--- src/eth_tx_pkg.sv ---
package eth_tx_pkg;

  localparam int ADDR_W          = 9;  // frame buffer word address
  localparam int LEN_W           = 11; // frame length in bytes
  localparam int PREAMBLE_OCTETS = 7;

  localparam logic [7:0]  PREAMBLE_BYTE = 8'h55;
  localparam logic [7:0]  SFD_BYTE      = 8'hD5;
  localparam logic [31:0] CRC_POLY      = 32'hEDB88320; // reflected 802.3 polynomial

  // one host word write, valid for a single cycle
  typedef struct packed {
    logic              valid;
    logic [ADDR_W-1:0] addr;
    logic [31:0]       data;
  } host_wr_t;

  // access presented to the buffer RAM
  typedef struct packed {
    logic              valid;
    logic              write;
    logic [ADDR_W-1:0] addr;
    logic [31:0]       data;
  } buf_req_t;

  typedef enum logic [2:0] {
    PH_IDLE,
    PH_PREAMBLE,
    PH_SFD,
    PH_DATA,
    PH_FCS,
    PH_EOF
  } tx_phase_e;

endpackage
--- src/buffer_arbiter.sv ---
`timescale 1ns/1ps

module buffer_arbiter import eth_tx_pkg::*; #(
  parameter int BUF_DEPTH = 512
) (
  input  logic              CLK,
  input  logic              RST,
  input  host_wr_t          host_wr,
  input  logic              rd_en,
  input  logic [ADDR_W-1:0] rd_addr,
  output logic [31:0]       rd_data,
  output buf_req_t          req,
  input  logic [31:0]       mem_rdata
);

  host_wr_t pend; // host write parked behind a transmit read

  assign rd_data = mem_rdata;

  always_comb
  begin
    req = '0;
    if (rd_en)
    begin
      req.valid = 1'b1; // transmit side always wins
      req.addr  = rd_addr;
    end
    else if (pend.valid)
    begin
      req.valid = 1'b1;
      req.write = 1'b1;
      req.addr  = pend.addr;
      req.data  = pend.data;
    end
    else if (host_wr.valid)
    begin
      req.valid = 1'b1;
      req.write = 1'b1;
      req.addr  = host_wr.addr;
      req.data  = host_wr.data;
    end
  end

  always_ff @(posedge CLK)
  begin
    if (!RST)
      pend.valid <= 1'b0;
    else if (rd_en && host_wr.valid)
      pend <= host_wr; // collision, commit later
    else if (!rd_en)
      pend.valid <= 1'b0; // drained this cycle
  end

  a_one_pending: assert property (@(posedge CLK) disable iff (!RST)
    pend.valid |-> !host_wr.valid)
    else $error("buffer_arbiter: host write while another is pending");

  a_host_addr: assert property (@(posedge CLK) disable iff (!RST)
    host_wr.valid |-> (int'(host_wr.addr) < BUF_DEPTH))
    else $error("buffer_arbiter: host address %0d out of range", host_wr.addr);

endmodule

--- config.mk ---
export PLATFORM = sky130hd
export DESIGN_NAME = buffer_arbiter
export DESIGN_NICKNAME = d
export VERILOG_FILES = /design/src/eth_tx_pkg.sv /design/src/buffer_arbiter.sv
export SDC_FILE = /design/constraint.sdc
export NUM_CORES = 1
export LEC_CHECK = 0
export ABC_AREA = 1
export BUFFER_PORTS_ARGS = -buffer_cell sky130_fd_sc_hd__clkbuf_2
export CAP_MARGIN = 20
export CORE_MARGIN = 3
export CORE_UTILIZATION = 46
export DETAILED_ROUTE_END_ITERATION = 10
export HOLD_SLACK_MARGIN = 0.02
export PLACE_DENSITY = 0.95
export SLEW_MARGIN = 40
export SYNTH_ARGS = -nofsm -noshare
export SYNTH_HDL_FRONTEND = slang
export SYNTH_SLANG_ARGS = --single-unit
--- constraint.sdc ---
create_clock -name CLK -period 5.1 [get_ports CLK]
set_input_delay 0.765 -clock CLK [delete_from_list [all_inputs] [get_ports CLK]]
set_output_delay 0.765 -clock CLK [all_outputs]
set_load 0.005 [all_outputs]
==> results.ini, run 1 <==
[global_route]
grt_use_met1_pct=18.8
use_met2_pct=28.0
overflow=0
grt_usage_pct=15.9
use_met3_pct=4.65
grt_max_degree=53
grt_pass1_wl_microns=7880
grt_pass1_vias=1728
grt-busiest-layer=met2
antenna_found_initial=0

[critical_path]
cp.required_ps=4340
max_stage_delay_ps=560
r2r_end=pend[41]
r2r_slack_ps=4100
critPathSlowestCell=clkbuf_2
crit_type=in2out
critPathMaxFanout=35
critPathCaptureType=output port
endpoint=req[38]
reg2reg_from=pend[41]
worstPathCellList=clkbuf_2 > inv_2 > nand2_1 > nor2_1 > nor2_1 > clkbuf_2
cp.arrival_ps=2060
startpoint=rd_en
r2r_cells=2
critPathLaunchType=input pin

[placed_design]
preCtsSetupSlack_ps=2280
gp_congestion=0.711
port-buffer-count=96
place_hpwl_microns=3440
place_inst=375

[sta]
tightest_slew_ps=728
finalSetupViolCount=0
hold_viol=0
fin_ws_ps=2280
max_freq_ghz=0.354
finalCriticalPeriod_ps=2820
period_share_pct=55.4
slew_viol_final=0
finClkSkew_ps=0
slew_headroom_pct=51.5
finalSetupTns_ps=0
rsz0062_at_grt=no

[finish]
area_growth_pct=12.0
fin_cells=383
regArea_sq_mm=0.00125
drive_above_1_share_pct=37.7
regMostFlops=pend
final_nets=401
diodes=0
largest_register_ffs=42
n_fill_cell=472
top_regs=pend x42
multi_input_area_sq_um=766

[clock_network]
root_buffer=clkbuf_8
htreeDepth=2
cts_resized=0
cts_setup_buffers=0
ctsHoldBuffers=0
numCtsBuffers=5
clock_latency_ps=280
cts.sinks=42
clk_pin_slew_worst_paths_ps=70
clock_path_buffers=2
cts_tree=built

[synth]
synth_top_area_share_pct=50.4
synthTopCellsByArea=edfxtp_1 50%, buf_4 12%, nand2_1 9.4%, a21oi_1 6.6%, nor2_1 5.8%
synth_top_cell_by_area=edfxtp_1
synthCells=262
syn_area_per_cell_sq_um=9.33
seq_area_frac_synth_pct=51.2
synth_nets=348
ys_ff_latch=42
netlist_area_sq_mm=0.00244
synth.distinct_cells=16
yosys_warnings=0

[detailed_routing]
vias=1890
dr.pass1.iters=4
drc=0
drt-total-wl_microns=4980
drt_iter0_drc=95
vias_per_cell=4.93
avgRoutedWirePerCell_microns=13.0
detail-route-antenna-nets=0

[power]
power_density_mw_per_mm2=259
p_total_uw=710
cellLeakagePower_uw=0.00117
vdd_drop_max_uv=135

[floorplan]
core_sq_mm=0.00494
io_pins=161
fp.dieH_microns=78.9
start_util_pct=49.5
die_w_microns=78.9
rows=25
die_area_sq_mm=0.00623

[status]
run_status=finished clean

[worst_hold_path]
min_path_type=in2reg

[flow_run]
max_cap_viol_count=0

## metrics by stage
step	instance area (sq um)	hold slack, ps	utilization (%)
finish	2740	670	55.4
global route	2740	654	55.4
CTS	2740	656	55.4
detailed placement	2660	830	53.8
global placement	2600	959	52.6
floorplan	2440	727	-
## logic make-up (layout without fill, tap and decap cells)
kind of cell / Yosys count / count (layout) / share of synthesized area (%)
AOI/OAI and AO/OA: 32 / 32 / 6.55
buffers and inverters: 55 / 109 / 17.8
DFF: 42 / 42 / 51.2
and+or+nand+nor: 133 / 133 / 24.5
## per-layer routing
layer	share of wire [%]	routed length [microns]
met3	7.5	371
met4	0.42	21
met2	51	2530
met1	41	2050
met5	0	0
## report_power, final
part	internal, uW	switching (uW)	leakage, uW
clock network	95.2	101	0.0000399
registers	396	9.54	0.000385
logic	48.5	58.9	0.000741
total	540	170	0.00117
## worst max-delay path, delay by kind of cell
kind	cells	cell delay, ps
and+or+nand+nor	3	290
buffers and inverters	3	1000
## synth_stat cells, drive strengths merged
cell / count
nand2: 61
buf: 52
edfxtp: 41
nor2: 39
a21oi: 32
nand3: 32
inv: 3
dfxtp: 1
nor3: 1
## layout by cell type, fill, tap and decap left out, types with 2 or more instances in the layout
cell / instances
clkbuf_2: 95
nand2_1: 61
edfxtp_1: 41
nor2_1: 37
a21oi_1: 32
nand3_1: 22
nand3_2: 10
clkbuf_8: 5
clkbuf_1: 2
buf_16: 2
## how the worst min path moves through the flow
stage,slack [ps],depth (start not counted),to,startpoint
finish,670,1,pend[24],host_wr[24]
global route,650,1,pend[21],host_wr[21]
detailed placement,830,2,pend[41],pend[41]
global placement,960,1,pend[39],host_wr[39]
floorplan,730,4,pend[41],pend[41]
CTS,660,1,pend[40],host_wr[40]
## area by class of cell
class / instances / area share (%)
Sequential cell: 42 / 45.8
Multi-Input combinational cell: 165 / 28.0
Timing Repair Buffer: 98 / 19.6
Tap cell: 67 / 3.06
Clock buffer: 7 / 2.79
Inverter: 3 / 0.594
Clock inverter: 1 / 0.137
Power figures use the tool's default switching activity.
==> run 2, diff against run 1 <==
--- a/config.mk
+++ b/config.mk
@@ -9,10 +9,10 @@
 export BUFFER_PORTS_ARGS = -buffer_cell sky130_fd_sc_hd__clkbuf_2
 export CAP_MARGIN = 20
 export CORE_MARGIN = 3
-export CORE_UTILIZATION = 46
+export CORE_UTILIZATION = 42
 export DETAILED_ROUTE_END_ITERATION = 10
 export HOLD_SLACK_MARGIN = 0.02
-export PLACE_DENSITY = 0.95
+export PLACE_DENSITY = 0.89
 export SLEW_MARGIN = 40
 export SYNTH_ARGS = -nofsm -noshare
 export SYNTH_HDL_FRONTEND = slang
==> constraint.sdc (replaced) <==
create_clock -name CLK -period 2.8 [get_ports CLK]
set_input_delay 0.42 -clock CLK [delete_from_list [all_inputs] [get_ports CLK]]
set_output_delay 0.42 -clock CLK [all_outputs]
set_load 0.005 [all_outputs]
==> run 2 against run 1 <==
  * Core utilization down 6.6 points
  * First-iteration DRC count shrank 43%
  * Sequential cell count stayed put
  * Wire length increased by 0.64%
  * Global-route usage down 0.56 points
  * Via count increased by 0.48%
  * Critical path depth grew 1
  * Register-to-register slack lost 2300 ps
  * Power up 82%
  * Critical endpoint is now req[32]
  * Largest cell class unchanged
==> results.ini, run 2 (synthesized netlist as in run 1, its figures left out) <==
[status]
run_status=finished clean  ; unchanged

[finish]
drive_above_1_share_pct=38.4  ; was 37.7%
final_cell_mix=96 x clkbuf_2, 61 x nand2_1, 41 x edfxtp_1  ; was 95 x clkbuf_2, 61 x nand2_1, 41 x edfxtp_1
n_fill_cell=545  ; was 472
diodes=0  ; unchanged
fin_cells=390  ; was 383
final_nets=403  ; was 401
top_regs=pend x42  ; unchanged
regMostFlops=pend  ; unchanged
largest_register_ffs=42  ; unchanged
area_growth_pct=11.2  ; was 12.0%
multi_input_area_sq_um=766  ; unchanged
regArea_sq_mm=0.00125  ; unchanged
postLayoutCellArea_sq_mm=0.00272  ; was 0.00274 sq mm
layout.cells.most_common=clkbuf_2  ; unchanged

[detailed_routing]
avgRoutedWirePerCell_microns=12.8  ; was 13.0 microns
detail-route-antenna-nets=0  ; unchanged
drt_iter0_drc=54  ; was 95
vias=1899  ; was 1890
drc=0  ; unchanged
drt-total-wl_microns=5010  ; was 4980 microns
vias_per_cell=4.87  ; was 4.93
dr.pass1.iters=4  ; unchanged

[placed_design]
gp_congestion=0.684  ; was 0.711
place_inst=382  ; was 375
port-buffer-count=96  ; unchanged
dpl-instance-area_sq_mm=0.00264  ; was 0.00266 sq mm
preCtsSetupSlack_ps=760  ; was 2280 ps
place_hpwl_microns=3540  ; was 3440 microns

[global_route]
use_met3_pct=3.80  ; was 4.65%
grt_max_degree=46  ; was 53
grt-busiest-layer=met2  ; unchanged
grt_usage_pct=15.3  ; was 15.9%
antenna_found_initial=0  ; unchanged
overflow=0  ; unchanged
use_met2_pct=26.8  ; was 28.0%
grt_use_met1_pct=18.0  ; was 18.8%
grt_pass1_vias=1690  ; was 1728
grt_pass1_wl_microns=7970  ; was 7880 microns

[sta]
slew_viol_final=0  ; unchanged
finalSetupViolCount=0  ; unchanged
period_share_pct=73.5
tightest_slew_ps=527  ; was 728 ps
hold_viol=0  ; unchanged
rsz0062_at_grt=no  ; unchanged
finalSetupTns_ps=0  ; unchanged
max_freq_ghz=0.486
fin_ws_ps=742  ; was 2280 ps
finClkSkew_ps=0  ; unchanged
finalCriticalPeriod_ps=2060
slew_headroom_pct=64.9  ; was 51.5%

[floorplan]
fp.dieH_microns=82.3  ; was 78.9 microns
die_area_sq_mm=0.00677  ; was 0.00623 sq mm
die_w_microns=82.3  ; was 78.9 microns
io_pins=161  ; unchanged
start_util_pct=43.9  ; was 49.5%
core_sq_mm=0.00557  ; was 0.00494 sq mm
rows=27  ; was 25

[worst_hold_path]
min_path_type=in2reg  ; unchanged

[critical_path]
worstPathCellList=clkbuf_2 > buf_4 > nand2_1 > nor2_1 > nor2_1 > nor2_1 > clkbuf_2  ; was clkbuf_2 > inv_2 > nand2_1 > nor2_1 > nor2_1 > clkbuf_2
cp.arrival_ps=1640  ; was 2060 ps
cp_common_cell=nor2_1
critPathMaxFanout=26  ; was 35
max_stage_delay_ps=400  ; was 560 ps
critPathSlowestCell=buf_4  ; was clkbuf_2
crit_type=in2out  ; unchanged
critPathCaptureType=output port  ; unchanged
cp.required_ps=2380  ; was 4340 ps
critPathLaunchType=input pin  ; unchanged

[flow_run]
max_cap_viol_count=0  ; unchanged

[clock_network]
cts_setup_buffers=0  ; unchanged
cts_resized=0  ; unchanged
clock_latency_ps=280  ; about the same
root_buffer=clkbuf_8  ; unchanged
cts_tree=built  ; unchanged
clock_path_buffers=2  ; unchanged
ctsHoldBuffers=0  ; unchanged
cts.sinks=42  ; unchanged
htreeDepth=2  ; unchanged
clk_pin_slew_worst_paths_ps=80  ; was 70 ps
numCtsBuffers=5  ; unchanged

[power]
cellLeakagePower_uw=0.00117  ; about the same
vdd_drop_max_uv=222  ; was 135 uV
power_density_mw_per_mm2=476  ; was 259 mW/mm^2

run 2: worst paths after layout:
check | start | endpoint | slack (ps) | depth (start not counted)
setup / recovery | host_wr[41] | req[32] | 740 | 7
hold / removal | host_wr[11] | pend[11] | 320 | 1
setup reg to reg | pend[41] | pend[41] | 1840 | 2
hold reg to reg | pend[41] | pend[41] | 810 | 2
run 2: critical path: cells and delay by family:
kind                   cells  cell delay (ps)
buffers and inverters      3              840
AND/OR/NAND/NOR            4              350
run 2: power by group:
group | switching (uW) | total, uW | internal (uW)
registers | 15.9 | 738 | 722
logic | 109 | 194 | 85.4
clock network | 191 | 362 | 171
total | 315 | 1290 | 979
run 2: cell type report:
class,instances,share of cell area [%]
multi-input cells,165,28.2
well taps,72,3.31
inverters,3,0.598
clock inverters,2,0.322
flip-flops and latches,42,46.2
repair buffers,100,18.8
clock buffers,6,2.67
run 2: through the flow:
stage	utilization (%)	hold slack (ps)	power, uW
3_3_place_gp	47.3	613	943
3_5_place_dp	47.3	615	949
6_report	48.8	319	1290
4_1_cts	48.7	305	1320
2_1_floorplan	-	519	902
5_1_grt	48.8	302	1380
run 2: layer usage:
metal | part of all wire, % | up-vias | wire, microns
met1 | 41 | 862 | 2050
met2 | 50 | 67 | 2520
met5 | 0 | - | 0
li1 | - | 956 | -
met4 | 1.6 | 0 | 82
met3 | 7.1 | 14 | 357
==> run 3, diff against run 2 <==
--- a/config.mk
+++ b/config.mk
@@ -9,10 +9,10 @@
 export BUFFER_PORTS_ARGS = -buffer_cell sky130_fd_sc_hd__clkbuf_2
 export CAP_MARGIN = 20
 export CORE_MARGIN = 3
-export CORE_UTILIZATION = 42
+export CORE_UTILIZATION = 38
 export DETAILED_ROUTE_END_ITERATION = 10
 export HOLD_SLACK_MARGIN = 0.02
-export PLACE_DENSITY = 0.89
+export PLACE_DENSITY = 0.85
 export SLEW_MARGIN = 40
 export SYNTH_ARGS = -nofsm -noshare
 export SYNTH_HDL_FRONTEND = slang
==> constraint.sdc (replaced) <==
create_clock -name CLK -period 1.72 [get_ports CLK]
set_input_delay 0.258 -clock CLK [delete_from_list [all_inputs] [get_ports CLK]]
set_output_delay 0.258 -clock CLK [all_outputs]
set_load 0.005 [all_outputs]
==> run 3 against run 2 <==
  * Clock-buffer cell count is 1 lower
  * Critical path depth decreased by 1
  * Final cell count grew 1.5%
  * Core utilization decreased by 2.5 points
  * Highest routed layer unchanged
  * Power up 78%
==> results.ini, run 3 (synthesized netlist as in run 1, its figures left out) <==
[finish]
post-route-util_pct=46.3  ; was 48.8%
layout.cells.most_common=clkbuf_2  ; unchanged
regMostFlops=pend  ; unchanged
area_growth_pct=14.8  ; was 11.2%
largest_register_ffs=42  ; unchanged
final_nets=406  ; was 403
final_cell_mix=96 x clkbuf_2, 61 x nand2_1, 41 x edfxtp_1  ; unchanged
drive_above_1_share_pct=39.6  ; was 38.4%
diodes=0  ; unchanged
top_regs=pend x42  ; unchanged

[floorplan]
die_w_microns=86.2  ; was 82.3 microns
rows=28  ; was 27
die_area_sq_mm=0.00743  ; was 0.00677 sq mm
start_util_pct=40.3  ; was 43.9%
io_pins=161  ; unchanged
core_sq_mm=0.00606  ; was 0.00557 sq mm
fp.dieH_microns=86.2  ; was 82.3 microns

[sta]
finalSetupViolCount=0  ; unchanged
finalSetupTns_ps=0  ; unchanged
hold_viol=0  ; unchanged
hold_ws_ps=149  ; was 319 ps
period_share_pct=93.0
fin_ws_ps=120  ; was 742 ps
finClkSkew_ps=0  ; unchanged
tightest_slew_ps=329  ; was 527 ps
finalCriticalPeriod_ps=1600
slew_viol_final=0  ; unchanged
rsz0062_at_grt=no  ; unchanged
max_freq_ghz=0.625
slew_headroom_pct=78.1  ; was 64.9%

[clock_network]
clock_latency_ps=290  ; was 280 ps
cts.sinks=42  ; unchanged
numCtsBuffers=5  ; unchanged
root_buffer=clkbuf_8  ; unchanged
cts_resized=0  ; unchanged
clock_path_buffers=2  ; unchanged
ctsHoldBuffers=0  ; unchanged
clk_pin_slew_worst_paths_ps=80  ; about the same
htreeDepth=2  ; unchanged
cts_setup_buffers=0  ; unchanged
cts_tree=built  ; unchanged

[placed_design]
place_hpwl_microns=3780  ; was 3540 microns
gp_congestion=0.700  ; was 0.684
preCtsSetupSlack_ps=314  ; was 760 ps
port-buffer-count=96  ; unchanged

[power]
cellLeakagePower_uw=0.00121  ; was 0.00117 uW
clock_power_share_pct=33.2  ; was 28.0%
p_sw_uw=548  ; was 315 uW
intPower_uw=1750  ; was 979 uW
seqPwrFrac_pct=51.6  ; was 57.0%
sw_frac_of_total_pct=23.8  ; was 24.4%
power_density_mw_per_mm2=820  ; was 476 mW/mm^2
p_total_uw=2300  ; was 1290 uW
vdd_drop_max_uv=335  ; was 222 uV
comb_power_share_pct=15.1  ; was 15.0%

[global_route]
grt_pass1_vias=1857  ; was 1690
antenna_found_initial=0  ; unchanged
grt_usage_pct=14.8  ; was 15.3%
grt_pass1_wl_microns=8740  ; was 7970 microns
overflow=0  ; unchanged
grt_max_degree=42  ; was 46

[detailed_routing]
dr.pass1.iters=4  ; unchanged
avgRoutedWirePerCell_microns=13.8  ; was 12.8 microns
dr_wl_met2_microns=2690  ; was 2520 microns
detail-route-antenna-nets=0  ; unchanged
vias_per_cell=4.88  ; was 4.87
drt-met1-wl_microns=2160  ; was 2050 microns
drc=0  ; unchanged
vias=1931  ; was 1899
drt-total-wl_microns=5450  ; was 5010 microns
highest_layer=met4  ; unchanged
drt_iter0_drc=105  ; was 54
met3_length_microns=545  ; was 357 microns

[flow_run]
max_cap_viol_count=0  ; unchanged

[critical_path]
cp.required_ps=1460  ; was 2380 ps
critPathMaxFanout=36  ; was 26
cp.arrival_ps=1340  ; was 1640 ps
critPathCaptureType=output port  ; unchanged
crit_type=reg2out  ; was in2out
critPathLaunchType=flop  ; was input pin

[status]
run_status=finished clean  ; unchanged

[worst_hold_path]
min_path_type=in2reg  ; unchanged

[run 3: cell types whose count changed in the layout (fill, tap and decap cells not counted), sizes merged]
cell and delta:
buf +3, clkbuf -1, bufinv +1
[run 3: worst paths after layout]
check	end	slack, ps	start	depth (start not counted)
max	req[35]	120	pend[41]	6
min	pend[33]	150	host_wr[33]	1
max reg2reg	pend[41]	820	pend[41]	3
min reg2reg	pend[41]	820	pend[41]	3
[run 3: final cells by class]
type                            instances  area, sq um
Fill cell                             606         3250
Sequential cell                        42         1250
Inverter                                3         16.3
Multi-Input combinational cell        165          766
Clock inverter                          3         40.0
Clock buffer                            5         68.8
Timing Repair Buffer                  103          571
Tap cell                               75         93.8
[run 3: per-layer routing]
layer,vias up,track usage [%]
met3,16,4.66
li1,956,-
met1,859,18.5
met2,100,24.5
met4,0,4.96
met5,-,0
[run 3: metrics by stage]
stage          cell area [sq um]  instances
6_report                    2810        396
5_1_grt                     2810        396
4_1_cts                     2810        396
3_5_place_dp                2700        388
3_3_place_gp                2700        388
2_1_floorplan               2450        262
[run 3: worst max-delay path, cell delays in order, from the launching register on]
cell,delay [ps]
dfxtp_2,410
buf_12,210
nand2_1,70
nand2_1,60
nor2_1,50
nor2_1,100
clkbuf_2,130
[run 3: power groups by stage]
stage / combinational, uW / sequential [uW] / clock [uW]
floorplan: 262 / 1210 / 0
global placement: 342 / 1210 / 0
detailed placement: 351 / 1210 / 0
CTS: 352 / 1190 / 801
global route: 392 / 1190 / 834
finish: 348 / 1190 / 766
